File: src/cpu_pkg.sv
package cpu_pkg;

  localparam int data_w = 32;
  localparam int addr_w = 5;
  localparam int mem_words = 64;
  localparam int pc_w = 6;
  localparam int count_w = 16;
  localparam int apb_addr_w = 12;

  typedef logic [data_w-1:0]  word_t;
  typedef logic [addr_w-1:0]  reg_addr_t;
  typedef logic [pc_w-1:0]    pc_t;
  typedef logic [5:0]         opcode_t;
  typedef logic [4:0]         sub_opcode_t;
  typedef logic [count_w-1:0] count_t;

  // major opcodes in instr[30:25]
  localparam opcode_t op_basic = 6'b100000;
  localparam opcode_t op_addi  = 6'b101000;
  localparam opcode_t op_ori   = 6'b101100;
  localparam opcode_t op_xori  = 6'b101011;
  localparam opcode_t op_movi  = 6'b100010;

  // basic sub-opcodes in instr[4:0]
  localparam sub_opcode_t sub_add   = 5'b00000;
  localparam sub_opcode_t sub_sub   = 5'b00001;
  localparam sub_opcode_t sub_and   = 5'b00010;
  localparam sub_opcode_t sub_or    = 5'b00100;
  localparam sub_opcode_t sub_xor   = 5'b00011;
  localparam sub_opcode_t sub_srli  = 5'b01001;
  localparam sub_opcode_t sub_slli  = 5'b01000;
  localparam sub_opcode_t sub_rotri = 5'b01011;

  typedef enum logic [3:0] {
    alu_add, alu_sub, alu_and, alu_or, alu_xor,
    alu_srl, alu_sll, alu_rotr, alu_pass
  } alu_op_t;

  typedef enum logic [1:0] {imm5_ze, imm15_se, imm15_ze, imm20_se} imm_sel_t;
  typedef enum logic {wb_alu, wb_operand} wb_sel_t;
  typedef enum logic {opnd_reg, opnd_imm} operand_sel_t;

  typedef enum logic [1:0] {st_stop, st_fetch, st_exe, st_write} ctrl_state_t;

  typedef struct packed {
    alu_op_t      alu_op;
    imm_sel_t     imm_sel;
    operand_sel_t operand_sel;
    wb_sel_t      wb_sel;
    logic [19:0]  imm_field;
  } ctrl_t;

  typedef struct packed {
    logic                  psel;
    logic                  penable;
    logic                  pwrite;
    logic [apb_addr_w-1:0] paddr;
    word_t                 pwdata;
  } apb_req_t;

  typedef struct packed {
    logic  pready;
    word_t prdata;
    logic  pslverr;
  } apb_rsp_t;

  // byte address map
  localparam logic [apb_addr_w-1:0] imem_base = 12'h000;
  localparam logic [apb_addr_w-1:0] reg_base  = 12'h400;
  localparam logic [apb_addr_w-1:0] run_addr  = 12'h800;

endpackage

File: src/instr_mem.sv
`timescale 1ns/10ps

module instr_mem (
  input  logic           clock,
  input  logic           imem_we,
  input  cpu_pkg::pc_t   imem_waddr,
  input  cpu_pkg::word_t imem_wdata,
  input  logic           enable_im_fetch,
  input  cpu_pkg::pc_t   pc,
  output cpu_pkg::word_t ir
);
  import cpu_pkg::*;

  word_t mem [mem_words];

  // program load port
  always_ff @(posedge clock) begin
    if (imem_we) begin
      mem[imem_waddr] <= imem_wdata;
    end
  end

  // ir holds until the next fetch
  always_ff @(posedge clock) begin
    if (enable_im_fetch) begin
      ir <= mem[pc];
    end
  end

endmodule

File: config.mk
export PLATFORM = sky130hd
export DESIGN_NAME = instr_mem
export DESIGN_NICKNAME = d
export VERILOG_FILES = /design/src/cpu_pkg.sv /design/src/instr_mem.sv
export SDC_FILE = /design/constraint.sdc
export NUM_CORES = 2
export LEC_CHECK = 0
export BUFFER_PORTS_ARGS = -buffer_cell sky130_fd_sc_hd__buf_2
export CORE_UTILIZATION = 33
export CTS_BUF_LIST = sky130_fd_sc_hd__clkbuf_8
export CTS_CLUSTER_SIZE = 10
export DETAILED_ROUTE_END_ITERATION = 8
export PLACE_DENSITY_LB_ADDON = 0.25
export RECOVER_POWER = 25
export SLEW_MARGIN = 20
export SYNTH_ARGS = -nofsm -noshare
export SYNTH_HDL_FRONTEND = slang
export SYNTH_SLANG_ARGS = --single-unit
File: constraint.sdc
create_clock -name clock -period 4.6 [get_ports clock]
set_input_delay 0 -clock clock [delete_from_list [all_inputs] [get_ports clock]]
set_output_delay 0 -clock clock [all_outputs]
set_load 0.01 [all_outputs]
==> flow_summary.toml <==
[floorplan]
coreArea_sq_um = 238000
fp-row-count = 179
die_y_um = 491
dieArea_sq_um = 241000
start_util = 0.332
io_pins = 79
die_w_um = 491

[clock_tree]
cts_resized = 0
cts_tree = "done"
clk_pin_slew_worst_paths_ns = 0.07
numCtsBuffers = 354
root_buffer = "clkbuf_8"
cts.path.max_buffers = 4
htree_levels = 5
clock_latency_ns = 1.08
cts.sinks = 2080

[setup_path]
startpoint_type = "primary input"
r2r-start = "mem[4][27]"
slowest_delay_ns = 0.75
rr_worst_depth = 4
critPathKind = "in2reg"
worst-path-buf-inv = 4
reg2reg_slack_ns = 2.09
cp_data_arrival_time_ns = 3.87
crit_path_frequent_cell = "mux4_2"
slowest_stage = "o22ai_1"
worst_ep_required_time_ns = 5.34
path_max_fanout = 47
r2r-end = "ir[27]"
crit_family = "buffers and inverters"
crit_chain = "dlygate4sd3_1 > buf_8 > buf_12 > buf_4 > mux4_2 > mux4_2 > o22ai_1 > nor2_1"
crit_path_end_kind = "flop"

[grt]
grt_busiest_layer = "met2"
grt_pass1_vias = 39500
grt_use_met3 = 0.0321
grt_pass1_wl_mm = 316
grtUsageMet1 = 0.259
antenna_found_initial = 18
grt_max_degree = 67
grt_usage = 0.187
overflow = 0
met2_usage = 0.305

[logic_synthesis]
synth_seq_area_share = 0.792
yosysWarningCount = 0
synth_flop_cell = "edfxtp_1"
syn_inst = 3324
yosysTopAreaCellShare = 0.792
yosys.area.top_type = "edfxtp_1"
yosysMostFrequentCell = "edfxtp_1"
syn-cell-area_sq_um = 78800
synth_edf_count = 2080
syn_avg_cell_area_sq_um = 23.7
syn_nets = 3371
netlist_top_cells_count = "edfxtp_1, mux4_2, nor2_1"
yosysUniqueCellTypes = 33
ys_seq_elements = 2080
yosys-top-cells-area = "edfxtp_1, mux4_2, mux2i_1, o22ai_1, nor2_1"
async_flop_share = 0

[final_layout]
final_nets = 3866
syn_to_final_growth_pct = 15.6
nFillCells = 21400
drive_above_1_share = 0.309

[run_status]
outcome = "finished, violations left"
failed_checks = "DRC, capacitance limit, slew limit"

[route]
drc = 4
dr.pass1.iters = 7
vias_per_cell = 5.30
wl_per_cell_um = 31.2
num_vias = 38400
detail-route-antenna-nets = 0
totalWireLength_mm = 226
drt_iter0_drc = 4458

[power]
ir_drop_v = 0.000312
leakagePower_nw = 28.4
power_per_cell_area_nw_per_um2 = 419

[worst_hold_path]
hold_start = "enable_im_fetch"
min_delay_path_depth = 2
whs_endpoint = "ir[23]"
hp-class = "in2reg"

[sta]
holdWs_ns = 0.263
max_slew_margin = -1.40
fin_crit_sh = 0.682
max_freq_ghz = 0.319
setup_viol = 0
rsz0062_at_grt = "false"
tightest_slew_ns = 3.59
setup_tns_ns = 0
skew_ns = 0.101
finalCriticalPeriod_ns = 3.14
slew_viol_final = 1692
hold_viol_final = 0

[flow_run]
max_cap_viol_count = 26

[placed_design]
place_hpwl_mm = 129
io_buffers = 78
globalplace.congestion = 0.777
==> kinds of logic after synthesis <==
family          Yosys count  synth area share
compound gates          202            0.0167
buf+inv                 182            0.0112
flops                  2080             0.792
mux                     637             0.167
simple gates            223            0.0126
==> registers in the layout, indices dropped and copies added (netlist names) <==
name and flops:
mem 2048, ir 32
==> final cells by class <==
cell class              instances  area [sq um]  share of cell area
clock buffers                 359          4940              0.0542
clock inverters               243          1190              0.0131
flip-flops and latches       2080         62500               0.685
repair buffers                321          2580              0.0283
multi-input cells            1062         16000               0.175
well taps                    3167          3960              0.0435
diodes                         10          25.0            0.000275
==> cells in the final DEF, fill, tap and decap left out, types with 10 or more instances in the layout <==
cell type	n
clkinv_1	87
a21oi_1	62
mux2i_1	93
o22ai_1	84
buf_2	66
edfxtp_1	2080
buf_4	146
inv_1	109
clkbuf_1	29
buf_12	21
o221ai_1	27
diode_2	10
nand2_1	26
clkbuf_8	359
nor2b_1	14
mux4_2	544
a22oi_1	12
nor2_4	62
clkinv_2	31
nor2_1	75
dlygate4sd3_1	54
==> worst max-delay path by stage <==
stage / startpoint / to / slack [ns] / cells past startpoint
after floorplan: imem_waddr[3] / mem[48][0] / 1.44 / 4
after global placement: pc[0] / ir[27] / 0.93 / 7
after detailed placement: pc[0] / ir[27] / 0.94 / 7
after CTS: imem_waddr[3] / mem[52][3] / 1.55 / 8
after global routing: imem_we / mem[50][5] / 1.51 / 8
final: pc[1] / ir[27] / 1.46 / 8
==> through the flow <==
step                setup slack [ns]  instance area, sq um  utilization  total power [W]  cells
floorplan                       1.44                 78800            -           0.0225   3324
global placement               0.934                 84400        0.355           0.0235   6569
detailed placement             0.939                 84500        0.355           0.0235   6573
CTS                             1.55                 91100        0.384           0.0385   7229
global route                    1.51                 91100        0.383           0.0394   7237
finish                          1.46                 91100        0.384           0.0381   7242
==> what timing repair did <==
item | CTS | global route
hold buffers | 54 | 1
hold endpoints to repair | 2343 | 16
buffers inserted | 0 | 0
==> routing by layer <==
layer  share of wire  wire, um  vias to the layer above
met2            0.49    110000                     1504
met1            0.43     96700                    21200
met5         0.00012        27                        -
li1                -         -                    15300
met3           0.062     14000                      302
met4           0.024      5320                        4
==> power breakdown <==
part | leakage (nW) | internal (W) | switching (W)
combinational | 6.17 | 0.000733 | 0.00128
sequential | 18.7 | 0.0211 | 0.0000880
clock | 3.53 | 0.00764 | 0.00732
Power figures use the tool's default switching activity.
