===== src/cpu_pkg.sv =====
package cpu_pkg;

  localparam int data_w = 32;
  localparam int addr_w = 5;
  localparam int mem_words = 64;
  localparam int pc_w = 6;
  localparam int count_w = 16;
  localparam int apb_addr_w = 12;

  typedef logic [data_w-1:0]  word_t;
  typedef logic [addr_w-1:0]  reg_addr_t;
  typedef logic [pc_w-1:0]    pc_t;
  typedef logic [5:0]         opcode_t;
  typedef logic [4:0]         sub_opcode_t;
  typedef logic [count_w-1:0] count_t;

  // major opcodes in instr[30:25]
  localparam opcode_t op_basic = 6'b100000;
  localparam opcode_t op_addi  = 6'b101000;
  localparam opcode_t op_ori   = 6'b101100;
  localparam opcode_t op_xori  = 6'b101011;
  localparam opcode_t op_movi  = 6'b100010;

  // basic sub-opcodes in instr[4:0]
  localparam sub_opcode_t sub_add   = 5'b00000;
  localparam sub_opcode_t sub_sub   = 5'b00001;
  localparam sub_opcode_t sub_and   = 5'b00010;
  localparam sub_opcode_t sub_or    = 5'b00100;
  localparam sub_opcode_t sub_xor   = 5'b00011;
  localparam sub_opcode_t sub_srli  = 5'b01001;
  localparam sub_opcode_t sub_slli  = 5'b01000;
  localparam sub_opcode_t sub_rotri = 5'b01011;

  typedef enum logic [3:0] {
    alu_add, alu_sub, alu_and, alu_or, alu_xor,
    alu_srl, alu_sll, alu_rotr, alu_pass
  } alu_op_t;

  typedef enum logic [1:0] {imm5_ze, imm15_se, imm15_ze, imm20_se} imm_sel_t;
  typedef enum logic {wb_alu, wb_operand} wb_sel_t;
  typedef enum logic {opnd_reg, opnd_imm} operand_sel_t;

  typedef enum logic [1:0] {st_stop, st_fetch, st_exe, st_write} ctrl_state_t;

  typedef struct packed {
    alu_op_t      alu_op;
    imm_sel_t     imm_sel;
    operand_sel_t operand_sel;
    wb_sel_t      wb_sel;
    logic [19:0]  imm_field;
  } ctrl_t;

  typedef struct packed {
    logic                  psel;
    logic                  penable;
    logic                  pwrite;
    logic [apb_addr_w-1:0] paddr;
    word_t                 pwdata;
  } apb_req_t;

  typedef struct packed {
    logic  pready;
    word_t prdata;
    logic  pslverr;
  } apb_rsp_t;

  // byte address map
  localparam logic [apb_addr_w-1:0] imem_base = 12'h000;
  localparam logic [apb_addr_w-1:0] reg_base  = 12'h400;
  localparam logic [apb_addr_w-1:0] run_addr  = 12'h800;

endpackage


===== src/execute_unit.sv =====
`timescale 1ns/10ps

module execute_unit (
  input  logic           clock,
  input  logic           reset,
  input  cpu_pkg::ctrl_t ctrl,
  input  logic           enable_alu_execute,
  input  cpu_pkg::word_t src1,
  input  cpu_pkg::word_t src2,
  output cpu_pkg::word_t result
);
  import cpu_pkg::*;

  word_t imm_value;
  word_t operand_b;
  word_t alu_out;

  always_comb begin
    case (ctrl.imm_sel)
      imm5_ze:  imm_value = word_t'(ctrl.imm_field[14:10]);
      imm15_se: imm_value = {{(data_w-15){ctrl.imm_field[14]}}, ctrl.imm_field[14:0]};
      imm15_ze: imm_value = {{(data_w-15){1'b0}}, ctrl.imm_field[14:0]};
      imm20_se: imm_value = {{(data_w-20){ctrl.imm_field[19]}}, ctrl.imm_field};
      default:  imm_value = '0;
    endcase
  end

  assign operand_b = (ctrl.operand_sel == opnd_imm) ? imm_value : src2;

  always_comb begin
    logic [4:0]          shamt;
    logic [2*data_w-1:0] rot;
    shamt = operand_b[4:0];
    // rotate by shifting the doubled word
    rot = {src1, src1} >> shamt;
    case (ctrl.alu_op)
      alu_add:  alu_out = src1 + operand_b;
      alu_sub:  alu_out = src1 - operand_b;
      alu_and:  alu_out = src1 & operand_b;
      alu_or:   alu_out = src1 | operand_b;
      alu_xor:  alu_out = src1 ^ operand_b;
      alu_srl:  alu_out = src1 >> shamt;
      alu_sll:  alu_out = src1 << shamt;
      alu_rotr: alu_out = rot[data_w-1:0];
      alu_pass: alu_out = operand_b;
      default:  alu_out = '0;
    endcase
  end

  always_ff @(posedge clock) begin
    if (reset) begin
      result <= '0;
    end else if (enable_alu_execute) begin
      result <= (ctrl.wb_sel == wb_operand) ? operand_b : alu_out;
    end
  end

endmodule


===== config.mk =====
export PLATFORM = sky130hd
export DESIGN_NAME = execute_unit
export DESIGN_NICKNAME = d
export VERILOG_FILES = /design/src/cpu_pkg.sv /design/src/execute_unit.sv
export SDC_FILE = /design/constraint.sdc
export NUM_CORES = 1
export LEC_CHECK = 0
export ABC_AREA = 1
export BUFFER_PORTS_ARGS = -buffer_cell sky130_fd_sc_hd__buf_2
export CORE_MARGIN = 2
export CORE_UTILIZATION = 45
export DETAILED_ROUTE_END_ITERATION = 10
export GPL_TIMING_DRIVEN = 0
export SYNTH_ARGS = -nofsm -noshare
export SYNTH_HDL_FRONTEND = slang
export SYNTH_SLANG_ARGS = --single-unit

===== constraint.sdc =====
create_clock -name clock -period 5.9 [get_ports clock]
set_input_delay 0.885 -clock clock [delete_from_list [all_inputs] [get_ports clock]]
set_output_delay 0.885 -clock clock [all_outputs]
set_load 0.1 [all_outputs]

==> metrics.txt <==
status completed; Layout Cells excl Fill 2602; clk sinks 32; Post-synth top flop dfxtp_1; total of warnings raised by yosys 0; NumNets Final 2460; Max-slew headroom 20.1%; Power Total 0.00224 W; Critical Path RT 6070 ps; LEAKAGE 6.76 nW; Multi-input gate area 9480 sq um; I/O Pins 127; max FFs per register 32; global router's overall resource usage 51.0%; max-cap viol count 0; number of global-route vias before repair 15600; vias 16800; element type at the critical path end register; arrival time worst endpoint 5810 ps; DP Worst Slack -19.0 ps; Fin. Hold Viols 0; Initial Util 45.5%; wire per inst 26.6 um; FF+latch area 641 sq um; Slew Viols, Final 0; Crit path top cell by count nand2_1; WHS 519 ps; unrepaired setup endpoints after global routing false; Cell Area, Synth 11400 sq um; Clock transition at path regs 50 ps; Achievable Freq 0.177 GHz; fillers 2783; total grt overflow 0; dpl cells 2593; Avg Vias per Cell 6.44; DRT Pass-1 Iters 10; clk root buf clkbuf_16; Synth Instances 2137; Chip Width 163 um; worst slew pin tran 1190 ps; Unique masters post-synth 56; skew final 0 ps; TritonCTS clock tree done; CP peak stage delay 640 ps; post-synth net total 2327; post-route setup TNS 0 ps; power density cells 178 nW/um^2; DIE AREA 26600 sq um; # setup viols final 0; min cycle time layout 5650 ps; Post-Route WL 69100 um; critical path startpoint category input pin; initial antenna violation count 4; antenna viol nets, final 0; Crit Path Class in -> reg; Die Span Y 163 um; CTS Buf Count 5; largest net degree at the start of global routing 12; post-synthesis average cell area 5.34 sq um; Iter 0 DRT Violations 2747; CP cell instances buf_2, nor2_1, inv_1, nor2_1, inv_1, nor2_1, inv_2, clkbuf_1, nand2_1, xor2_1, ha_1, nand2_1, nor4_1, nand2_1, nand2_1, nand2_1, nand2_1, nand2_1, nand2_1, nor2_1, nor3_2, nand2_1, nand2_1, a21oi_2; share of cells above drive strength 1 13.7%; worst skew pair latency 280 ps; #FFs+latches synth 32; CP Max Fanout 10; Max VDD drop 0.216 mV; crit share post-route 95.7%; hpwl dp 56000 um; worst hold path type reg -> reg; IO buf count 124; first-pass GRT wire length 98800 um; Area Overhead vs Synth 10.7%; crit path max-delay cell type nor4_1; Top Registers result: 32 flops; core footprint 25000 sq um; drt drc 0; row count 58; largest register by flop count result; clk buf depth 2; register area share after synthesis 5.62%; GP Congestion 1.13; Post-synth EDFFs 0; Async S/R FF share, synth 0%; number of H-tree levels 2; Setup WS post-layout 255 ps
what timing repair did:
item	in CTS	in global routing
gates resized for setup	0	2
setup buffers	0	0
hold buffers	0	0
setup endpoints to repair	0	1
through the flow:
stage | instance area [sq um] | utilization (%)
after floorplan | 11400 | -
final | 12600 | 50.4
after global routing | 12600 | 50.4
after global placement | 12400 | 49.7
after detailed placement | 12500 | 49.7
after CTS | 12600 | 50.4
final timing paths:
path	start	to	slack, ps	cells past startpoint
setup / recovery	ctrl[27]	result[18]	250	24
hold / removal	result[2]	result[2]	520	2
setup reg to reg	result[6]	result[6]	5170	2
hold reg to reg	result[2]	result[2]	520	2
cell type report:
cell class,instances,share of cell area [%]
Clock buffer,6,1.02
Timing Repair Buffer,126,5.04
Sequential cell,32,5.08
Tap cell,330,3.27
Inverter,163,4.85
Clock inverter,2,0.278
Buffer,119,5.31
Antenna cell,1,0.0198
Multi-Input combinational cell,1823,75.1
cell usage in the layout (no fill, tap or decap), types with 16 or more instances in the layout:
cell	count
nand4_1	18
o211ai_1	16
nand2_1	687
nand2_2	34
inv_1	153
clkbuf_1	34
o21ai_0	106
nor2_1	141
a21oi_1	116
buf_2	181
a221oi_1	21
dfxtp_1	32
xor2_1	31
ha_1	94
buf_6	16
nand3_1	439
per-layer routing:
metal	up-vias	share of wire, %	global-route usage, %
met5	-	0.061	0
met4	6	11	42.6
met3	397	14	17.0
met2	1356	40	75.5
met1	7560	35	59.4
li1	7435	-	-
synthesized netlist by cell type (all sizes together), types with 3 or more instances:
cell	number	area share, %
nor3	9	0.40
clkinv	3	0.099
a21oi	124	5.8
o211ai	22	1.7
o21ai	119	5.3
a2111oi	3	0.23
or2	13	0.71
nand2	726	25
xor2	31	2.4
o21a	6	0.40
buf	86	4.8
a21o	4	0.26
nand3b	3	0.20
a221oi	21	1.6
inv	160	5.3
nand3	449	20
dfxtp	32	5.6
o21bai	6	0.40
nand4	18	0.99
a31oi	11	0.71
clkbuf	33	1.1
ha	94	10
nor2	148	5.2
kinds of logic after synthesis:
logic type / Yosys count / synth area share (%)
xor gates and xnor gates: 32 / 2.46
AOI/OAI and AO/OA: 327 / 17.3
buffers and inverters: 282 / 11.2
adders and majority gates: 95 / 10.5
and+or+nand+nor: 1369 / 52.9
DFF: 32 / 5.62
worst max-delay path, delay by kind of cell:
kind / cells / cell delay [ps]
fa+ha+maj: 1 / 440
compound gates: 1 / 50
xor+xnor: 1 / 90
simple gates: 16 / 3290
buf+inv: 5 / 1040
power by group:
group	switching [W]	total (W)	internal, W
sequential	0.00000820	0.000241	0.000232
clock	0.0000987	0.000297	0.000199
combinational	0.00126	0.00171	0.000444
total	0.00137	0.00224	0.000875
Power figures use the tool's default switching activity.
