## src/cpu_pkg.sv

```systemverilog
package cpu_pkg;

  localparam int data_w = 32;
  localparam int addr_w = 5;
  localparam int mem_words = 64;
  localparam int pc_w = 6;
  localparam int count_w = 16;
  localparam int apb_addr_w = 12;

  typedef logic [data_w-1:0]  word_t;
  typedef logic [addr_w-1:0]  reg_addr_t;
  typedef logic [pc_w-1:0]    pc_t;
  typedef logic [5:0]         opcode_t;
  typedef logic [4:0]         sub_opcode_t;
  typedef logic [count_w-1:0] count_t;

  // major opcodes in instr[30:25]
  localparam opcode_t op_basic = 6'b100000;
  localparam opcode_t op_addi  = 6'b101000;
  localparam opcode_t op_ori   = 6'b101100;
  localparam opcode_t op_xori  = 6'b101011;
  localparam opcode_t op_movi  = 6'b100010;

  // basic sub-opcodes in instr[4:0]
  localparam sub_opcode_t sub_add   = 5'b00000;
  localparam sub_opcode_t sub_sub   = 5'b00001;
  localparam sub_opcode_t sub_and   = 5'b00010;
  localparam sub_opcode_t sub_or    = 5'b00100;
  localparam sub_opcode_t sub_xor   = 5'b00011;
  localparam sub_opcode_t sub_srli  = 5'b01001;
  localparam sub_opcode_t sub_slli  = 5'b01000;
  localparam sub_opcode_t sub_rotri = 5'b01011;

  typedef enum logic [3:0] {
    alu_add, alu_sub, alu_and, alu_or, alu_xor,
    alu_srl, alu_sll, alu_rotr, alu_pass
  } alu_op_t;

  typedef enum logic [1:0] {imm5_ze, imm15_se, imm15_ze, imm20_se} imm_sel_t;
  typedef enum logic {wb_alu, wb_operand} wb_sel_t;
  typedef enum logic {opnd_reg, opnd_imm} operand_sel_t;

  typedef enum logic [1:0] {st_stop, st_fetch, st_exe, st_write} ctrl_state_t;

  typedef struct packed {
    alu_op_t      alu_op;
    imm_sel_t     imm_sel;
    operand_sel_t operand_sel;
    wb_sel_t      wb_sel;
    logic [19:0]  imm_field;
  } ctrl_t;

  typedef struct packed {
    logic                  psel;
    logic                  penable;
    logic                  pwrite;
    logic [apb_addr_w-1:0] paddr;
    word_t                 pwdata;
  } apb_req_t;

  typedef struct packed {
    logic  pready;
    word_t prdata;
    logic  pslverr;
  } apb_rsp_t;

  // byte address map
  localparam logic [apb_addr_w-1:0] imem_base = 12'h000;
  localparam logic [apb_addr_w-1:0] reg_base  = 12'h400;
  localparam logic [apb_addr_w-1:0] run_addr  = 12'h800;

endpackage

```

## src/ir_controller.sv

```systemverilog
`timescale 1ns/10ps

module ir_controller (
  input  logic               clock,
  input  logic               reset,
  input  logic               start,
  input  cpu_pkg::count_t    run_count,
  input  cpu_pkg::word_t     ir,
  output cpu_pkg::pc_t       pc,
  output logic               busy,
  output cpu_pkg::count_t    remaining,
  output logic               enable_im_fetch,
  output logic               enable_reg_read,
  output logic               enable_alu_execute,
  output logic               enable_reg_write,
  output cpu_pkg::reg_addr_t read_address1,
  output cpu_pkg::reg_addr_t read_address2,
  output cpu_pkg::reg_addr_t write_address,
  output cpu_pkg::ctrl_t     ctrl
);
  import cpu_pkg::*;

  ctrl_state_t state;
  ctrl_state_t next_state;
  word_t       present_instruction;
  word_t       decode_word;
  opcode_t     opcode;
  sub_opcode_t sub_opcode;
  logic [4:0]  imm5;
  logic        is_nop;

  // in fetch the register addresses come straight from the memory output
  assign decode_word = (state == st_fetch) ? ir : present_instruction;

  assign opcode        = decode_word[30:25];
  assign sub_opcode    = decode_word[4:0];
  assign imm5          = decode_word[14:10];
  assign read_address1 = decode_word[19:15];
  assign read_address2 = decode_word[14:10];
  assign write_address = decode_word[24:20];

  assign busy = (remaining != '0);

  // srli r0 by zero
  assign is_nop = (opcode == op_basic) && (sub_opcode == sub_srli) &&
                  (imm5 == 5'd0) && (write_address == '0);

  always_ff @(posedge clock) begin
    if (reset) begin
      state <= st_stop;
    end else begin
      state <= next_state;
    end
  end

  always_comb begin
    next_state = state;
    case (state)
      st_stop: begin
        if (busy) begin
          next_state = st_fetch;
        end
      end
      st_fetch: next_state = st_exe;
      st_exe:   next_state = st_write;
      st_write: next_state = st_stop;
      default:  next_state = st_stop;
    endcase
  end

  always_ff @(posedge clock) begin
    if (reset) begin
      pc                  <= '0;
      remaining           <= '0;
      present_instruction <= '0;
    end else begin
      if (state == st_fetch) begin
        present_instruction <= ir;
      end
      if (start && !busy) begin
        remaining <= run_count;
      end else if (state == st_write) begin
        remaining <= remaining - 1'b1;
        pc        <= pc + 1'b1;
      end
    end
  end

  assign enable_im_fetch    = (state == st_stop) && busy;
  assign enable_reg_read    = (state == st_fetch);
  assign enable_alu_execute = (state == st_exe);
  assign enable_reg_write   = (state == st_write) && !is_nop;

  always_comb begin
    ctrl.alu_op      = alu_add;
    ctrl.imm_sel     = imm5_ze;
    ctrl.operand_sel = opnd_reg;
    ctrl.wb_sel      = wb_alu;
    ctrl.imm_field   = decode_word[19:0];
    case (opcode)
      op_basic: begin
        case (sub_opcode)
          sub_sub: ctrl.alu_op = alu_sub;
          sub_and: ctrl.alu_op = alu_and;
          sub_or:  ctrl.alu_op = alu_or;
          sub_xor: ctrl.alu_op = alu_xor;
          sub_srli: begin
            ctrl.alu_op      = alu_srl;
            ctrl.operand_sel = opnd_imm;
          end
          sub_slli: begin
            ctrl.alu_op      = alu_sll;
            ctrl.operand_sel = opnd_imm;
          end
          sub_rotri: begin
            ctrl.alu_op      = alu_rotr;
            ctrl.operand_sel = opnd_imm;
          end
          default: ctrl.alu_op = alu_add;
        endcase
      end
      op_addi: begin
        ctrl.imm_sel     = imm15_se;
        ctrl.operand_sel = opnd_imm;
      end
      op_ori: begin
        ctrl.alu_op      = alu_or;
        ctrl.imm_sel     = imm15_ze;
        ctrl.operand_sel = opnd_imm;
      end
      op_xori: begin
        ctrl.alu_op      = alu_xor;
        ctrl.imm_sel     = imm15_ze;
        ctrl.operand_sel = opnd_imm;
      end
      op_movi: begin
        ctrl.alu_op      = alu_pass;
        ctrl.imm_sel     = imm20_se;
        ctrl.operand_sel = opnd_imm;
        ctrl.wb_sel      = wb_operand;
      end
      // load/store and unknown opcodes fall back to a register add
      default: ctrl.alu_op = alu_add;
    endcase
  end

endmodule

```

## config.mk

```make
export PLATFORM = sky130hd
export DESIGN_NAME = ir_controller
export DESIGN_NICKNAME = d
export VERILOG_FILES = /design/src/cpu_pkg.sv /design/src/ir_controller.sv
export SDC_FILE = /design/constraint.sdc
export NUM_CORES = 1
export LEC_CHECK = 0
export ABC_AREA = 1
export BUFFER_PORTS_ARGS = -buffer_cell sky130_fd_sc_hd__buf_4
export CORE_UTILIZATION = 25
export CTS_CLUSTER_DIAMETER = 30
export DETAILED_ROUTE_END_ITERATION = 12
export GPL_TIMING_DRIVEN = 0
export SLEW_MARGIN = 20
export SYNTH_ARGS = -nofsm -noshare
export SYNTH_HDL_FRONTEND = slang
export SYNTH_SLANG_ARGS = --single-unit
```

## constraint.sdc

```tcl
create_clock -name clock -period 5.5 [get_ports clock]
set_clock_uncertainty 0.1 [all_clocks]
set_input_delay 0.825 -clock clock [delete_from_list [all_inputs] [get_ports clock]]
set_output_delay 0.825 -clock clock [all_outputs]
set_load 0.05 [all_outputs]
```

==> impl_metrics.yaml <==
drt:
  drt-met1-wl_microns: 4739
  wl_met3_microns: 360
  wl_per_cell_microns: 11.57
  drcViolationCount: 0
  vias: 3403
  wl_met2_microns: 4118
  finalWirelength_microns: 9403
  avgViaCountPerCell: 4.186
  highest_layer: "met4"
  ant_nets: 0
  dr.pass1.iters: 4
  drtIter0Drc: 159
final_layout:
  drive_gt1_share_pct: 32.18
  num_antenna_cells: 0
  area_growth_pct: 37.65
  nets: 695
  num-fill-cells: 1454
global_route:
  grt_first_pass_wirelength_microns: 15080
  grt-ovfl-total: 0
  grt_max_degree: 18
  grt_pass1_vias: 3058
  grt_usage_pct: 13.38
  grt_antenna_before_repair: 0
setup_path:
  required_ns: 4.58
  worstPathArrival_ns: 2.32
  endpoint_kind: "output port"
  critPathKind: "reg -> out"
  path_max_fanout: 10
  startpoint_type: "flop"
  r2r_start: "state[1]"
  startpoint: "state[1]"
placement:
  place.detailed.hpwl_microns: 7322
  gp_congestion: 0.8663
  io_buffers: 118
sta:
  slew_violations: 0
  setup_violations: 0
  clock.fmax_mhz: 308.3
  rsz0062_at_grt: "false"
  fin_crit_ns: 3.244
  tns_ns: 0
  tightest_slew_ns: 0.6355
  fin_crit_sh_pct: 58.98
  slew-limit-headroom_pct: 57.64
  hold_viol: 0
yosys:
  yosys_register_bits: 55
  yosysTopAreaCellShare_pct: 32.29
  seq_area_frac_synth_pct: 32.29
  yosys.area.top_type: "dfxtp_1"
  ys.warnings.count: 0
  ys_top_cells_by_area: "dfxtp_1, nand2_1, buf_4"
  syn_inst: 511
  synth_cell_type_count: 38
  synth_common_cells: "nand2_1, nor2_1, dfxtp_1, inv_1, buf_4"
  async_flop_share_pct: 0
  avgSynthCellArea_sq_um: 6.672
  synth_area_sq_mm: 0.003410
  synth_edf_count: 0
  synth.most_common_cell: "nand2_1"
  syn_nets: 570
  ys_dominant_reg_cell: "dfxtp_1"
clocking:
  cts_tree: "yes"
  root_buffer: "clkbuf_16"
  cts_hold_buf: 0
  path_clk_slew_ns: 0.08
  cts_inserted_buffers: 5
  cts_sinks: 55
  clock_latency_ns: 0.30
  htreeDepth: 2
  cts_setup_buffers: 0
  cts_resized: 0
  clock_path_buffers: 2
floorplanning:
  die_area_sq_mm: 0.01411
  die_h_microns: 118.8
  die-width_microns: 118.8
  num_rows: 42
  core_sq_mm: 0.01330
  initial_utilization_pct: 25.64
  io_pins: 121
flow_run:
  drv_cap: 0
worst_hold_path:
  hp-start: "present_instruction[5]"
  hold_class: "reg -> reg"
status:
  status: "completed"
[layout make-up]
class	instances	area, sq um	share of cell area (%)
flip-flops and latches	55	1101	23.46
plain buffers	53	381.6	8.131
well taps	176	220.2	4.692
clock inverters	2	38.79	0.8264
clock buffers	6	138.9	2.959
repair buffers	118	885.9	18.87
multi-input cells	350	1728	36.82
inverters	53	198.9	4.239
[placed cells by master, fill, tap and decap left out, types with 2 or more instances in the layout]
cell	instances
a21oi_1	30
buf_2	2
buf_4	156
buf_6	5
clkbuf_1	8
clkbuf_16	5
dfxtp_1	55
ha_1	8
inv_1	48
inv_2	4
nand2_1	142
nand2_2	6
nand2_4	2
nand3_1	29
nand3_2	2
nand3b_1	5
nand4_1	3
nor2_1	60
nor2_2	11
nor2_4	2
nor3_1	4
o21ai_0	15
o21ai_1	5
o21ai_2	4
xnor2_1	3
xor2_1	7
[cells by family (layout without fill, tap and decap cells)]
logic type / count (synthesis) / count (layout) / share of synthesized area, %
fa+ha+maj: 8 / 8 / 2.936
flops: 55 / 55 / 32.29
buf+inv: 106 / 232 / 17.03
compound gates: 62 / 62 / 10.35
xor+xnor: 10 / 10 / 2.569
simple gates: 270 / 270 / 34.83
[worst max-delay path, cell delays in order, from the launching register on]
cell and delay [ns]:
dfxtp_1 0.39, inv_1 0.10, ha_1 0.29, inv_2 0.16
buf_6 0.18, nand2_2 0.06, nand2_2 0.09, nand2_1 0.07
nor3_1 0.24, o21ai_1 0.14, nand3b_1 0.10, buf_4 0.20
[metal layers]
layer  vias to the layer above  GRT usage (%)
met5                         -              0
met4                         0          4.430
met3                        12          2.124
met2                        83          20.87
met1                      1495          18.60
li1                       1813              -
[metrics by stage]
stage	cells	setup WS [ns]	instance area [sq um]	utilization (%)	hold slack, ns
finish	813	2.256	4693	35.30	0.3719
global route	813	2.043	4693	35.30	0.3992
CTS	813	2.210	4693	35.30	0.3752
detailed placement	805	2.548	4516	33.96	0.3590
global placement	805	2.548	4516	33.96	0.3568
floorplan	511	2.079	3410	-	0.3462
[worst paths after layout]
path,endpoint,slack [ns],cells past startpoint
worst max-delay path,ctrl[21],2.26,11
worst max register to register,present_instruction[6],3.55,7
worst min-delay path,present_instruction[5],0.37,2
worst min register to register,present_instruction[5],0.37,2
[flip-flops by register name (all words and copies together) (netlist names)]
register and count:
present_instruction 31, pc 6, state 2, remaining 16
Power is left out: the tool's default activity adds up to more than one toggle a clock period on the data nets, which glitch-free logic cannot reach.
