File: config.mk
export PLATFORM = sky130hd
export DESIGN_NAME = reg_file
export DESIGN_NICKNAME = d
export VERILOG_FILES = /design/src/cpu_pkg.sv /design/src/reg_file.sv
export SDC_FILE = /design/constraint.sdc
export NUM_CORES = 2
export LEC_CHECK = 0
export BUFFER_PORTS_ARGS = -buffer_cell sky130_fd_sc_hd__buf_2
export CELL_PAD_IN_SITES_DETAIL_PLACEMENT = 1
export CELL_PAD_IN_SITES_GLOBAL_PLACEMENT = 1
export CORE_UTILIZATION = 30
export CTS_BUF_LIST = sky130_fd_sc_hd__clkbuf_8
export DETAILED_ROUTE_END_ITERATION = 7
export PLACE_DENSITY_LB_ADDON = 0.25
export SYNTH_ARGS = -nofsm -noshare
export SYNTH_HDL_FRONTEND = slang
export SYNTH_SLANG_ARGS = --single-unit
File: constraint.sdc
create_clock -name clock -period 3.8 [get_ports clock]
set_input_delay 0 -clock clock [delete_from_list [all_inputs] [get_ports clock]]
set_output_delay 0 -clock clock [all_outputs]
set_load 0.02 [all_outputs]
File: src/cpu_pkg.sv
package cpu_pkg;

  localparam int data_w = 32;
  localparam int addr_w = 5;
  localparam int mem_words = 64;
  localparam int pc_w = 6;
  localparam int count_w = 16;
  localparam int apb_addr_w = 12;

  typedef logic [data_w-1:0]  word_t;
  typedef logic [addr_w-1:0]  reg_addr_t;
  typedef logic [pc_w-1:0]    pc_t;
  typedef logic [5:0]         opcode_t;
  typedef logic [4:0]         sub_opcode_t;
  typedef logic [count_w-1:0] count_t;

  // major opcodes in instr[30:25]
  localparam opcode_t op_basic = 6'b100000;
  localparam opcode_t op_addi  = 6'b101000;
  localparam opcode_t op_ori   = 6'b101100;
  localparam opcode_t op_xori  = 6'b101011;
  localparam opcode_t op_movi  = 6'b100010;

  // basic sub-opcodes in instr[4:0]
  localparam sub_opcode_t sub_add   = 5'b00000;
  localparam sub_opcode_t sub_sub   = 5'b00001;
  localparam sub_opcode_t sub_and   = 5'b00010;
  localparam sub_opcode_t sub_or    = 5'b00100;
  localparam sub_opcode_t sub_xor   = 5'b00011;
  localparam sub_opcode_t sub_srli  = 5'b01001;
  localparam sub_opcode_t sub_slli  = 5'b01000;
  localparam sub_opcode_t sub_rotri = 5'b01011;

  typedef enum logic [3:0] {
    alu_add, alu_sub, alu_and, alu_or, alu_xor,
    alu_srl, alu_sll, alu_rotr, alu_pass
  } alu_op_t;

  typedef enum logic [1:0] {imm5_ze, imm15_se, imm15_ze, imm20_se} imm_sel_t;
  typedef enum logic {wb_alu, wb_operand} wb_sel_t;
  typedef enum logic {opnd_reg, opnd_imm} operand_sel_t;

  typedef enum logic [1:0] {st_stop, st_fetch, st_exe, st_write} ctrl_state_t;

  typedef struct packed {
    alu_op_t      alu_op;
    imm_sel_t     imm_sel;
    operand_sel_t operand_sel;
    wb_sel_t      wb_sel;
    logic [19:0]  imm_field;
  } ctrl_t;

  typedef struct packed {
    logic                  psel;
    logic                  penable;
    logic                  pwrite;
    logic [apb_addr_w-1:0] paddr;
    word_t                 pwdata;
  } apb_req_t;

  typedef struct packed {
    logic  pready;
    word_t prdata;
    logic  pslverr;
  } apb_rsp_t;

  // byte address map
  localparam logic [apb_addr_w-1:0] imem_base = 12'h000;
  localparam logic [apb_addr_w-1:0] reg_base  = 12'h400;
  localparam logic [apb_addr_w-1:0] run_addr  = 12'h800;

endpackage

File: src/reg_file.sv
`timescale 1ns/10ps

module reg_file (
  input  logic               clock,
  input  logic               reset,
  input  cpu_pkg::reg_addr_t read_address1,
  input  cpu_pkg::reg_addr_t read_address2,
  input  cpu_pkg::reg_addr_t write_address,
  input  logic               enable_reg_read,
  input  logic               enable_reg_write,
  input  cpu_pkg::word_t     result,
  input  cpu_pkg::reg_addr_t dbg_addr,
  output cpu_pkg::word_t     src1,
  output cpu_pkg::word_t     src2,
  output cpu_pkg::word_t     dbg_data
);
  import cpu_pkg::*;

  word_t regs [2**addr_w];

  // r0 is writable like any other register
  always_ff @(posedge clock) begin
    if (reset) begin
      for (int i = 0; i < 2**addr_w; i++) begin
        regs[i] <= '0;
      end
    end else if (enable_reg_write) begin
      regs[write_address] <= result;
    end
  end

  // operands latched during fetch
  always_ff @(posedge clock) begin
    if (enable_reg_read) begin
      src1 <= regs[read_address1];
      src2 <= regs[read_address2];
    end
  end

  assign dbg_data = regs[dbg_addr];

endmodule

==> metrics.md <==
| Metric | Value |
|---|---|
| Total cell area at the placement stage | `0.0717 sq mm` |
| Total of endpoints with negative setup slack in the final report | `0` |
| Number of pins exceeding their max-slew limit in the final report | `0` |
| Clock network latency to the later pin of the worst-skew pair | `1.01 ns` |
| Count of flip-flops with a built-in enable after synthesis | `1088` |
| Worst slew margin relative to its limit | `6.33%` |
| Post-route DRC | `0` |
| Die Y-Extent | `476 microns` |
| Number of hold buffers added after CTS | `49` |
| Dominant delay contributor by cell family on the critical path | `compound AO/OA/AOI/OAI gates` |
| Clk sink count | `1088` |
| Antenna violations before repair | `30` |
| Routed vias/inst | `5.69` |
| Result of the run | `completed` |
| Nets | `6002` |
| H-tree level count | `4` |
| Share of the clock period used by the worst path | `89.3%` |
| Worst Path Max Fanout | `3` |
| Fin. Hold Viols | `0` |
| Hold Path Class | `in2reg` |
| Final wirelength | `297000 microns` |
| Synthesized area per cell | `11.5 sq um` |
| Number of buffers and inverters on the critical path | `1` |
| Count of synthesis-stage warnings from yosys | `0` |
| Period minus WS final | `3.39 ns` |
| Worst path slowest cell | `sky130_fd_sc_hd__nand3_1` |
| Number of buffers added on ports | `151` |
| Signed area change from the synthesized netlist to the final layout | `12.7%` |
| Largest buffer count on any clock path | `3` |
| Top-level I/O count | `152` |
| Unrepaired setup endpoints after global routing | `no` |
| Area enclosed by the die boundary | `0.226 sq mm` |
| Post-Place Worst Slack | `0.877 ns` |
| Critical path type | `reg2out` |
| Synth cell types | `32` |
| Initial DRC count | `5246` |
| Worst reg-to-reg setup slack | `1.03 ns` |
| Initial core utilization | `30.2%` |
| Worst-margin pin slew | `1.41 ns` |
| Cell chosen for the clock root | `sky130_fd_sc_hd__clkbuf_8` |
| Pwr per Cell Area | `402 mW/mm^2` |
| Cell leakage power | `30.3 nW` |
| Last weighted congestion value of the routability-driven placer | `0.871` |
| Total standard cell area after synthesis | `0.0673 sq mm` |
| CTS-repair resized insts | `0` |
| Final instance area | `0.0759 sq mm` |
| Register bit count reported by yosys | `1088` |
| Fin Clk Skew | `0.0498 ns` |
| Ys async rst share | `0%` |
| Crit end category | `output port` |
| Clk pin slew, worst setup/hold paths | `0.07 ns` |
| Overall via count from detail_route | `51800` |
| Number of cell rows | `173` |
| Dominant register cell in the synthesized netlist | `sky130_fd_sc_hd__edfxtp_1` |
| Post-DRT Antenna Nets | `0` |
| F_max | `0.295 GHz` |
| Share of post-route cells with drive strength above 1 | `12.3%` |
| Largest net degree at the start of global routing | `81` |
| Via count of the first global-routing pass | `52600` |
| Worst IR Drop VDD | `423 uV` |
| Routed length per instance | `32.6 microns` |
| All-layer global routing usage | `25.6%` |
| Chip Width | `476 microns` |
| Number of buffers added by the clock tree synthesis step | `194` |
| Startpoint types | `register` |
| Data arrival time of the critical path | `3.39 ns` |
| Seq/Total Area, Yosys | `48.5%` |
| Number of iterations in the first detailed-routing pass | `5` |
| Largest incremental delay on the critical path | `0.51 ns` |
| Required @ worst endpoint | `3.80 ns` |
| Final setup slack of the worst path | `0.408 ns` |
| Synthesized Nets | `5918` |
| Post-Syn Instances | `5862` |
| Global-route wire length before repair | `410000 microns` |
| Post-CTS setup buffers | `0` |
| Core footprint | `0.223 sq mm` |
| Grt total ovfl | `0` |
| Number of max-cap violations | `0` |
| Clock tree from TritonCTS | `done` |
| Fin Setup TNS | `0 ns` |
| Critical path cell sequence | `mux2i_1 -> a22o_1 -> nor3_1 -> a31oi_1 -> nand3_1 -> buf_2` |
| Post-DP HPWL | `185000 microns` |
==> where the power goes <==
part,total [mW],internal [mW],switching (mW)
clock network,10.9,5.36,5.50
registers,14.5,13.9,0.561
logic,5.11,1.69,3.42
==> routing by layer <==
metal	vias up	global-route usage, %	routed length, microns
li1	22000	-	-
met1	27100	34.3	130000
met2	2085	40.7	135000
met3	595	4.16	19500
met4	16	10.6	12400
met5	-	0	91
==> stage by stage <==
stage | util [%] | cells | total power, mW | hold slack (ns)
final | 34.1 | 9102 | 30.5 | 0.133
after global routing | 34.1 | 9088 | 31.3 | 0.118
after CTS | 34.1 | 9081 | 30.6 | 0.0331
after detailed placement | 32.2 | 8676 | 19.7 | 0.447
after global placement | 32.2 | 8676 | 19.6 | 0.447
after floorplan | - | 5862 | 17.4 | 0.112
==> cell type report <==
class,instances,area [sq um]
Fill cell,24400,147000
Clock buffer,197,2710
Clock inverter,159,896
Multi-Input combinational cell,4200,31700
Sequential cell,1088,32700
Tap cell,2975,3720
Antenna cell,21,52.6
Timing Repair Buffer,462,4130
==> kinds of logic (layout without fill, tap and decap cells) <==
logic type	Yosys count	after routing	share of synthesized area, %
compound gates	864	864	8.75
buf+inv	574	818	4.75
flops	1088	1088	48.5
mux	1536	1536	22.8
other cells	0	21	0
simple gates	1800	1800	15.1
==> flip-flops by register name (all words and copies together) (netlist names) <==
signal,count
src2,32
regs,1024
src1,32
==> Yosys cell counts, types with 2 or more instances <==
| cell type | number | area share [%] |
|---|---|---|
| sky130_fd_sc_hd__buf_1 | 24 | 0.13 |
| sky130_fd_sc_hd__or2_2 | 35 | 0.33 |
| sky130_fd_sc_hd__buf_2 | 87 | 0.65 |
| sky130_fd_sc_hd__a22o_1 | 192 | 2.5 |
| sky130_fd_sc_hd__clkbuf_2 | 74 | 0.55 |
| sky130_fd_sc_hd__clkbuf_1 | 227 | 1.3 |
| sky130_fd_sc_hd__nor2_1 | 23 | 0.13 |
| sky130_fd_sc_hd__clkbuf_4 | 4 | 0.045 |
| sky130_fd_sc_hd__and2_1 | 1027 | 9.5 |
| sky130_fd_sc_hd__buf_4 | 97 | 1.1 |
| sky130_fd_sc_hd__nand3b_1 | 3 | 0.033 |
| sky130_fd_sc_hd__a21oi_1 | 288 | 2.1 |
| sky130_fd_sc_hd__nand2_1 | 292 | 1.6 |
| sky130_fd_sc_hd__or3_4 | 2 | 0.033 |
| sky130_fd_sc_hd__a22oi_1 | 288 | 3.2 |
| sky130_fd_sc_hd__or3b_4 | 2 | 0.033 |
| sky130_fd_sc_hd__edfxtp_1 | 1088 | 49 |
| sky130_fd_sc_hd__nand3_1 | 289 | 2.1 |
| sky130_fd_sc_hd__nor2b_1 | 6 | 0.056 |
| sky130_fd_sc_hd__nor2_8 | 6 | 0.18 |
| sky130_fd_sc_hd__buf_6 | 60 | 1.0 |
| sky130_fd_sc_hd__nor2_4 | 8 | 0.13 |
| sky130_fd_sc_hd__a31oi_1 | 96 | 0.89 |
| sky130_fd_sc_hd__nand2b_1 | 6 | 0.056 |
| sky130_fd_sc_hd__nor3_1 | 96 | 0.71 |
| sky130_fd_sc_hd__mux2i_1 | 1536 | 23 |
==> worst reg2reg max path: cells and delay by family, from the launching register on <==
| kind | cells | cell delay [ns] |
|---|---|---|
| buffers and inverters | 2 | 1.17 |
| and+or+nand+nor | 2 | 0.61 |
| DFF | 1 | 0.38 |
| AOI/OAI and AO/OA | 2 | 0.36 |
| muxes | 1 | 0.10 |
==> final timing paths <==
check,from,to,cells past startpoint
hold reg to reg,regs[25][15],src1[15],4
setup / recovery,regs[7][17],dbg_data[17],6
hold / removal,write_address[4],regs[9][12],4
setup reg to reg,regs[2][7],src1[7],7
==> cell usage in the layout, fill, tap and decap left out, types with 29 or more instances in the layout <==
cell / count
sky130_fd_sc_hd__a21oi_1: 288
sky130_fd_sc_hd__a22o_1: 192
sky130_fd_sc_hd__a22oi_1: 288
sky130_fd_sc_hd__a31oi_1: 96
sky130_fd_sc_hd__and2_1: 1024
sky130_fd_sc_hd__buf_12: 71
sky130_fd_sc_hd__buf_2: 147
sky130_fd_sc_hd__buf_4: 193
sky130_fd_sc_hd__clkbuf_8: 197
sky130_fd_sc_hd__clkinv_1: 61
sky130_fd_sc_hd__dlygate4sd3_1: 48
sky130_fd_sc_hd__edfxtp_1: 1088
sky130_fd_sc_hd__inv_1: 55
sky130_fd_sc_hd__mux2i_1: 1536
sky130_fd_sc_hd__nand2_1: 289
sky130_fd_sc_hd__nand3_1: 289
sky130_fd_sc_hd__nor2_4: 29
sky130_fd_sc_hd__nor3_1: 96
sky130_fd_sc_hd__or2_2: 35
No activity file was read; power rests on OpenSTA's default activity.
