===== src/cpu_pkg.sv =====
package cpu_pkg;

  localparam int data_w = 32;
  localparam int addr_w = 5;
  localparam int mem_words = 64;
  localparam int pc_w = 6;
  localparam int count_w = 16;
  localparam int apb_addr_w = 12;

  typedef logic [data_w-1:0]  word_t;
  typedef logic [addr_w-1:0]  reg_addr_t;
  typedef logic [pc_w-1:0]    pc_t;
  typedef logic [5:0]         opcode_t;
  typedef logic [4:0]         sub_opcode_t;
  typedef logic [count_w-1:0] count_t;

  // major opcodes in instr[30:25]
  localparam opcode_t op_basic = 6'b100000;
  localparam opcode_t op_addi  = 6'b101000;
  localparam opcode_t op_ori   = 6'b101100;
  localparam opcode_t op_xori  = 6'b101011;
  localparam opcode_t op_movi  = 6'b100010;

  // basic sub-opcodes in instr[4:0]
  localparam sub_opcode_t sub_add   = 5'b00000;
  localparam sub_opcode_t sub_sub   = 5'b00001;
  localparam sub_opcode_t sub_and   = 5'b00010;
  localparam sub_opcode_t sub_or    = 5'b00100;
  localparam sub_opcode_t sub_xor   = 5'b00011;
  localparam sub_opcode_t sub_srli  = 5'b01001;
  localparam sub_opcode_t sub_slli  = 5'b01000;
  localparam sub_opcode_t sub_rotri = 5'b01011;

  typedef enum logic [3:0] {
    alu_add, alu_sub, alu_and, alu_or, alu_xor,
    alu_srl, alu_sll, alu_rotr, alu_pass
  } alu_op_t;

  typedef enum logic [1:0] {imm5_ze, imm15_se, imm15_ze, imm20_se} imm_sel_t;
  typedef enum logic {wb_alu, wb_operand} wb_sel_t;
  typedef enum logic {opnd_reg, opnd_imm} operand_sel_t;

  typedef enum logic [1:0] {st_stop, st_fetch, st_exe, st_write} ctrl_state_t;

  typedef struct packed {
    alu_op_t      alu_op;
    imm_sel_t     imm_sel;
    operand_sel_t operand_sel;
    wb_sel_t      wb_sel;
    logic [19:0]  imm_field;
  } ctrl_t;

  typedef struct packed {
    logic                  psel;
    logic                  penable;
    logic                  pwrite;
    logic [apb_addr_w-1:0] paddr;
    word_t                 pwdata;
  } apb_req_t;

  typedef struct packed {
    logic  pready;
    word_t prdata;
    logic  pslverr;
  } apb_rsp_t;

  // byte address map
  localparam logic [apb_addr_w-1:0] imem_base = 12'h000;
  localparam logic [apb_addr_w-1:0] reg_base  = 12'h400;
  localparam logic [apb_addr_w-1:0] run_addr  = 12'h800;

endpackage


===== src/apb_slave.sv =====
`timescale 1ns/10ps

module apb_slave (
  input  logic               clock,
  input  logic               reset,
  input  cpu_pkg::apb_req_t  apb_req,
  input  logic               busy,
  input  cpu_pkg::count_t    remaining,
  input  cpu_pkg::word_t     dbg_data,
  output cpu_pkg::apb_rsp_t  apb_rsp,
  output logic               imem_we,
  output cpu_pkg::pc_t       imem_waddr,
  output cpu_pkg::word_t     imem_wdata,
  output logic               start,
  output cpu_pkg::count_t    run_count,
  output cpu_pkg::reg_addr_t dbg_addr
);
  import cpu_pkg::*;

  logic  setup;
  logic  access;
  logic  hit_imem;
  logic  hit_reg;
  logic  hit_run;
  logic  err_d;
  logic  err_q;
  word_t rdata_d;
  word_t rdata_q;

  assign setup  = apb_req.psel && !apb_req.penable;
  assign access = apb_req.psel && apb_req.penable;

  assign hit_imem = apb_req.paddr[apb_addr_w-1:pc_w+2] == imem_base[apb_addr_w-1:pc_w+2];
  assign hit_reg  = apb_req.paddr[apb_addr_w-1:addr_w+2] == reg_base[apb_addr_w-1:addr_w+2];
  assign hit_run  = apb_req.paddr == run_addr;

  assign dbg_addr = apb_req.paddr[addr_w+1:2];

  always_comb begin
    rdata_d = '0;
    if (hit_reg) begin
      rdata_d = dbg_data;
    end else if (hit_run) begin
      rdata_d = word_t'(remaining);
    end
  end

  // registers are read only and program memory is locked during a run
  assign err_d = !(hit_imem || hit_reg || hit_run) ||
                 (apb_req.pwrite && hit_reg) ||
                 (apb_req.pwrite && hit_imem && busy);

  // response decided in setup and presented in access
  always_ff @(posedge clock) begin
    if (reset) begin
      err_q <= 1'b0;
    end else if (setup) begin
      err_q <= err_d;
    end
  end

  always_ff @(posedge clock) begin
    if (setup) begin
      rdata_q <= rdata_d;
    end
  end

  assign imem_we    = access && apb_req.pwrite && hit_imem && !err_q;
  assign imem_waddr = apb_req.paddr[pc_w+1:2];
  assign imem_wdata = apb_req.pwdata;

  assign start     = access && apb_req.pwrite && hit_run && !err_q;
  assign run_count = apb_req.pwdata[count_w-1:0];

  assign apb_rsp.pready  = 1'b1;
  assign apb_rsp.prdata  = rdata_q;
  assign apb_rsp.pslverr = access && err_q;

endmodule


===== config.mk =====
export PLATFORM = sky130hd
export DESIGN_NAME = apb_slave
export DESIGN_NICKNAME = d
export VERILOG_FILES = /design/src/cpu_pkg.sv /design/src/apb_slave.sv
export SDC_FILE = /design/constraint.sdc
export NUM_CORES = 1
export LEC_CHECK = 0
export BUFFER_PORTS_ARGS = -buffer_cell sky130_fd_sc_hd__buf_4
export CORE_MARGIN = 2
export CORE_UTILIZATION = 35
export CTS_CLUSTER_DIAMETER = 50
export CTS_CLUSTER_SIZE = 10
export DETAILED_ROUTE_END_ITERATION = 10
export GPL_TIMING_DRIVEN = 0
export PLACE_DENSITY = 0.91
export SLEW_MARGIN = 40
export SYNTH_ARGS = -nofsm -noshare
export SYNTH_HDL_FRONTEND = slang
export SYNTH_SLANG_ARGS = --single-unit

===== constraint.sdc =====
create_clock -name clock -period 3 [get_ports clock]
set_input_delay 0.15 -clock clock [delete_from_list [all_inputs] [get_ports clock]]
set_output_delay 0.15 -clock clock [all_outputs]
set_load 0.05 [all_outputs]

==> key figures, run 1 <==
Outcome
  – Status: finished clean

Yosys
  – Syn avg cell area: 12.18 um^2
  – Yosys top cell area share: between 50% and 60%
  – Sequential-to-total area share from yosys stat: 53.33%
  – Synth unique cells: 24
  – Async set-reset flop share out of synthesis: 0%
  – Syn_nets: 249
  – Yosys warns: 0
  – Top post-synthesis cells by area: edfxtp_1 52%, buf_4 24%, a22o_1 7.6%
  – Top_reg_cell synth: edfxtp_1
  – Count leader, synth: buf_4
  – Number of synthesized flops with an enable pin: 32
  – Seq cells post-synth: 33
  – Syn Inst Count: 151
  – Synth Cell Area: 0.001839 mm^2
  – Synth area leader: edfxtp_1
  – Synth top cells by count: 60 x buf_4, 32 x edfxtp_1, 16 x a22o_1, 16 x and2_1

Placement
  – Placer Congestion: 0.7253
  – DP Worst Slack: between 1 and 1.5 ns
  – Post-Place Cells: ~380
  – Port Buffer Count: 159

Clock network
  – CTS tree: done
  – Post-CTS Setup Repair Bufs: 0
  – Post-cts sizing count: 0
  – Clock Sinks: 33
  – Clock Path Buffers: 2
  – CTS Root Cell: clkbuf_8
  – Hold Buf Count CTS: 0
  – Register clock-pin slew on the reported worst setup and hold paths: 0.06 ns
  – CTS H-tree lvls: 2
  – Worst skew pair latency: ~0.27 ns
  – TritonCTS Buffers: 5

Worst setup path
  – Critical Path RT: 2.85 ns
  – CP dominant cell by count: buf_4
  – WP data arrival: 1.51 ns
  – CP max stage cell: nor4b_2
  – Cells along the critical path: buf_4, nor4b_2, and4_4, buf_6, buf_2, inv_1, nor2_1, buf_4
  – Worst Setup Start Kind: input pin
  – Max Fanout on Critical Path: 10
  – Crit path kind: input pin to primary output
  – CP peak stage delay: 0.25 ns
  – Worst Setup End Kind: primary output

Timing
  – RSZ-0062 raised after global routing: no
  – Slew HR: 65.45%
  – Final setup margin: 1.342 ns
  – Max Fclk: 603.0 MHz
  – Final hold violation count: 0
  – Fin crit share: 55.28%
  – Skew final: 0 ns
  – Min cycle time layout: 1.658 ns
  – Setup TNS: 0 ns
  – Least-Margin Pin Slew: approximately 0.52 ns
  – Final slew viol count: 0
  – Final setup vio count: 0

Power
  – Clk pwr share: 27.4%
  – Flop pwr share: 37.5%
  – Net Sw Frac: 32.19%
  – PD cells: 438.2 mW/mm^2
  – Worst vdd ir: 0.2288 mV
  – NetSw: roughly 460 uW
  – Internal power: a little under 1 mW
  – Leakage: 1.563 nW
  – Comb pwr share: 35.1%

Layout
  – Share of layout cells above drive strength 1: about three quarters
  – Syn-to-layout area delta: 77.35%
  – Fin cells: 389
  – Final #Nets: 416
  – # diodes: 0

Floorplan
  – I/O pins: 193
  – Core region area: around 0.0051 mm^2
  – Initial Util: 36.24%
  – Die Wd: 76.49 um
  – Full die area: 0.005851 mm^2
  – Die Y-Extent: 76.49 um
  – FP Rows: 26

Detailed routing
  – Drt wl/cell: 14.06 um
  – Post-route DRC: 0
  – Vias/cell: 4.206
  – Drt pass-1 iters: 3
  – Antenna Nets Post-Route: 0
  – Via Count: around 1600
  – Post-Route WL: around 5.5 mm
  – Initial DRC Count: 9

Global routing
  – Initial antenna violation count: 0
  – GRT overflow: 0
  – First-pass GRT wire length: 8.211 mm
  – Largest net degree at the start of global routing: 20
  – Number of global-route vias before repair: 1729
  – GR Util All Layers: 18.01%

Worst hold path
  – Hold crit path type: input pin to flop

Run
  – Max-Cap Viols: 0
## kinds of logic (layout without fill, tap and decap cells)
family	Yosys count	in the layout	share of synthesized area (%)
flip-flops	33	33	53.33
buffers and inverters	67	235	26.60
AO/OA/AOI/OAI	19	19	8.843
AND/OR/NAND/NOR	31	31	11.02
other	1	1	0.2039
## power by group through the flow
stage	sequential [mW]	clock, mW	combinational (mW)
2_1_floorplan	0.633	0	0.235
3_3_place_gp	0.546	0	0.493
3_5_place_dp	0.546	0	0.504
4_1_cts	0.537	0.396	0.505
5_1_grt	0.539	0.412	0.518
6_report	0.536	0.392	0.501
## per-layer routing
| metal | vias up | part of all wire (%) | GRT usage (%) |
|---|---|---|---|
| met1 | 731 | 30 | 14.79 |
| li1 | 799 | - | - |
| met5 | - | 0 | 0 |
| met4 | 0 | 1.7 | 8.000 |
| met3 | 7 | 9.8 | 5.450 |
| met2 | 99 | 59 | 37.79 |
## critical path, delay by kind of cell
kind	cells	cell delay, ns
buffers and inverters	5	0.76
AND/OR/NAND/NOR	3	0.60
## layout make-up
class                      count  area, um^2
clock inverter                 2       33.78
sequential                    33       980.9
tap                           70       87.58
clock buffer                   6       72.57
multi-input combinational     51       376.6
fill                         432        1813
buffer                        66       485.5
inverter                       1       3.754
timing repair buffer         160        1221
## sequential cells by signal, indices dropped and copies added, names as in the netlist
| signal | count |
|---|---|
| err_q | 1 |
| rdata_q | 32 |
## placed cells by master, fill, tap and decap left out
cell and instances:
buf_4 219, edfxtp_1 32, a22o_1 16, and2_1 16, clkbuf_8 5, nor2_1 4
buf_2 4, nor3_1 2, clkbuf_1 2, nor2b_4 1, nor4b_2 1, and4_4 1
buf_6 1, and3b_2 1, or4_1 1, nand4b_1 1, inv_1 1, and3_1 1
or3b_1 1, nand2_1 1, o21ai_0 1, a21oi_1 1, a211oi_2 1, conb_1 1
bufinv_16 1, clkinv_1 1, dfxtp_1 1, buf_16 1
## worst paths after layout
path	start	endpoint	slack, ns	depth (start not counted)
worst max register to register	err_q	err_q	2.29	2
worst min-delay path	reset	err_q	0.02	2
worst max-delay path	apb_req[34]	start	1.34	8
worst min register to register	err_q	err_q	0.55	2
## per-stage QoR
step / power, mW / cell area [um^2] / hold WS (ns) / util [%]
after global placement: 1.039 / 3120 / 0.3080 / 61.49
after floorplan: 0.8687 / 1839 / 0.2146 / -
after detailed placement: 1.050 / 3156 / 0.3119 / 62.18
after CTS: 1.437 / 3262 / 0.02074 / 64.28
after global routing: 1.469 / 3262 / 0.02280 / 64.28
final: 1.429 / 3262 / 0.02500 / 64.28
(Power assumes the default switching activity.)
==> run 2, diff against run 1 <==
==> constraint.sdc (replaced) <==
create_clock -name clock -period 1.6 [get_ports clock]
set_input_delay 0.08 -clock clock [delete_from_list [all_inputs] [get_ports clock]]
set_output_delay 0.08 -clock clock [all_outputs]
set_load 0.05 [all_outputs]
==> run 2 against run 1 <==
Net effect: clock power is 41% higher; die area unchanged; sequential cell count unchanged; wire length increased by 1.8%; setup slack lost 1.1 ns; register-to-register slack got worse by 1.4 ns; global-route usage up 0.20 points; via count hardly changed; critical path depth down 1; non-clock buffer count unchanged; critical path type unchanged; critical endpoint unchanged.
==> key figures, run 2 (synthesis gave the netlist of run 1 again) <==
Worst setup path
  – Critical Path RT: between 1.5 and 2 ns
  – R2r endpoint: err_q
  – Worst Reg-to-Reg Cells: 2
  – Worst Setup Start Kind: input pin
  – Worst Setup End Kind: primary output
  – Cells along the critical path: buf_4, nor4b_2, and4_4, buf_6, inv_1, nor2_2, buf_4
  – CP max stage cell: nor4b_2
  – Max Fanout on Critical Path: 18
  – CP peak stage delay: 0.26 ns
  – Delay-heaviest family, CP: buffers and inverters
  – Buffers & Inverters on Critical Path: 4
  – WP data arrival: 1.26 ns
  – CP dominant cell by count: buf_4
  – Crit path kind: input pin to primary output
  – Reg-to-reg startpoint: err_q
  – R2r setup slk: 0.90 ns

Timing
  – Final hold violation count: 0
  – Final setup vio count: 0
  – Final setup margin: 0.2600 ns
  – Final slew viol count: 0
  – RSZ-0062 raised after global routing: no
  – Fin crit share: a little over four fifths
  – Max Fclk: 746.3 MHz
  – Skew final: 0 ns
  – Min cycle time layout: 1.340 ns

Layout
  – Share of layout cells above drive strength 1: about 74%
  – Fin cells: 388
  – Top reg by flops: rdata_q
  – Layout filler cell count: 416
  – Final #Nets: 416
  – Max FFs per register: 32
  – Area of the multi-input gates: 379.1 um^2
  – FF/Latch Area: ~1000 um^2
  – # diodes: 0
  – Largest regs: rdata_q x32, err_q x1
  – Highest-count cells in the layout ignoring fill and taps: 219 x buf_4, 32 x edfxtp_1, 16 x a22o_1, 16 x and2_1, 5 x clkbuf_8
  – Commonest non-fill, non-tap cell in the layout: buf_4
  – Syn-to-layout area delta: 76.12%

Clock network
  – Post-CTS Setup Repair Bufs: 0
  – CTS Root Cell: clkbuf_8
  – Clock Sinks: 33
  – Register clock-pin slew on the reported worst setup and hold paths: 0.06 ns
  – CTS tree: done
  – Worst skew pair latency: 0.27 ns
  – CTS H-tree lvls: 2
  – Post-cts sizing count: 0
  – TritonCTS Buffers: 5
  – Clock Path Buffers: 2

Detailed routing
  – Drt wl/cell: 14.36 um
  – Post-Route WL: 5.572 mm
  – Post-route DRC: 0
  – Vias/cell: 4.219
  – Antenna Nets Post-Route: 0
  – Drt pass-1 iters: 4
  – Initial DRC Count: 27
  – Via Count: 1637

Power
  – Leakage: 1.547 nW
  – Worst vdd ir: 0.3422 mV
  – PD cells: 773.4 mW/mm^2

Global routing
  – Initial antenna violation count: 0
  – Largest net degree at the start of global routing: 21
  – First-pass GRT wire length: 8.362 mm
  – GRT overflow: 0
  – GR Util All Layers: a little under a fifth
  – Number of global-route vias before repair: 1766

Worst hold path
  – Hold Crit Start: dbg_data[29]
  – WHS Path Cells: 2
  – Hold endpoint: rdata_q[29]
  – Hold crit path type: input pin to flop

Floorplan
  – Initial Util: 36.24%
  – Core region area: 0.005075 mm^2
  – Full die area: 0.005851 mm^2
  – I/O pins: 193
  – Die Y-Extent: 76.49 um
  – FP Rows: 26
  – Die Wd: 76.49 um

Placement
  – DP Worst Slack: 0.05252 ns
  – Placer Congestion: between 0.7 and 0.8
  – Port Buffer Count: around 160
  – Post-DP HPWL: roughly 4.8 mm
  – Post-Place Cells: about 380

Outcome
  – Status: finished clean

Run
  – Max-Cap Viols: 0
## run 2: cell count changes in the layout (fill, tap and decap cells not counted), sizes merged
cell,delta
dlygate4sd3,+1
bufinv,-1
buf,-1
## run 2: repair_timing
| action | CTS | global route |
|---|---|---|
| hold buffers | 1 | 0 |
| setup endpoints to repair | 0 | 1 |
| hold endpoints to repair | 1 | 0 |
## run 2: worst max-delay path by stage
stage                     start     to  slack (ns)  depth (start not counted)
floorplan           apb_req[46]  err_q        0.01                          4
global placement    apb_req[45]  err_q       -0.45                          5
detailed placement  apb_req[34]  start        0.05                          8
CTS                 apb_req[34]  start        0.05                          8
global route        apb_req[34]  start        0.18                          7
finish              apb_req[34]  start        0.26                          7
## run 2: where the power goes
part | switching, mW | internal, mW
Combinational | 0.577 | 0.368
Sequential | 0.0139 | 0.993
Clock | 0.262 | 0.292
Total | 0.853 | 1.65
## run 2: routing by layer
layer / wire, um / vias to the layer above / part of all wire, % / GRT usage [%]
li1: - / 800 / - / -
met2: 3382 / 93 / 61 / 40.18
met3: 416 / 4 / 7.5 / 4.502
met5: 0 / - / 0 / 0
met4: 44 / 0 / 0.79 / 6.000
met1: 1730 / 740 / 31 / 14.77
## run 2: stage by stage
step / hold WS, ns / util, % / total power, mW / instance area, um^2 / TNS, ns
2_1_floorplan: 0.1446 / - / 1.628 / 1844 / 0
3_3_place_gp: 0.2388 / 61.59 / 1.946 / 3126 / -6.686
3_5_place_dp: 0.2425 / 62.23 / 1.971 / 3158 / 0
4_1_cts: 0.07696 / 63.93 / 2.516 / 3244 / 0
5_1_grt: 0.07888 / 63.83 / 2.572 / 3239 / 0
6_report: 0.07999 / 63.83 / 2.505 / 3239 / 0
## run 2: cell type report
| cell class | instances | share of cell area [%] |
|---|---|---|
| tap | 70 | 2.704 |
| clock inverter | 1 | 0.1159 |
| multi-input combinational | 51 | 11.70 |
| clock buffer | 6 | 2.240 |
| timing repair buffer | 161 | 38.01 |
| inverter | 1 | 0.1159 |
| sequential | 33 | 30.28 |
| buffer | 65 | 14.83 |
## run 2: worst reg2reg max path: cells and delay by family, from the launching register on
kind	cells	cell delay (ns)
simple gates	1	0.07
flops	1	0.35
compound gates	1	0.20
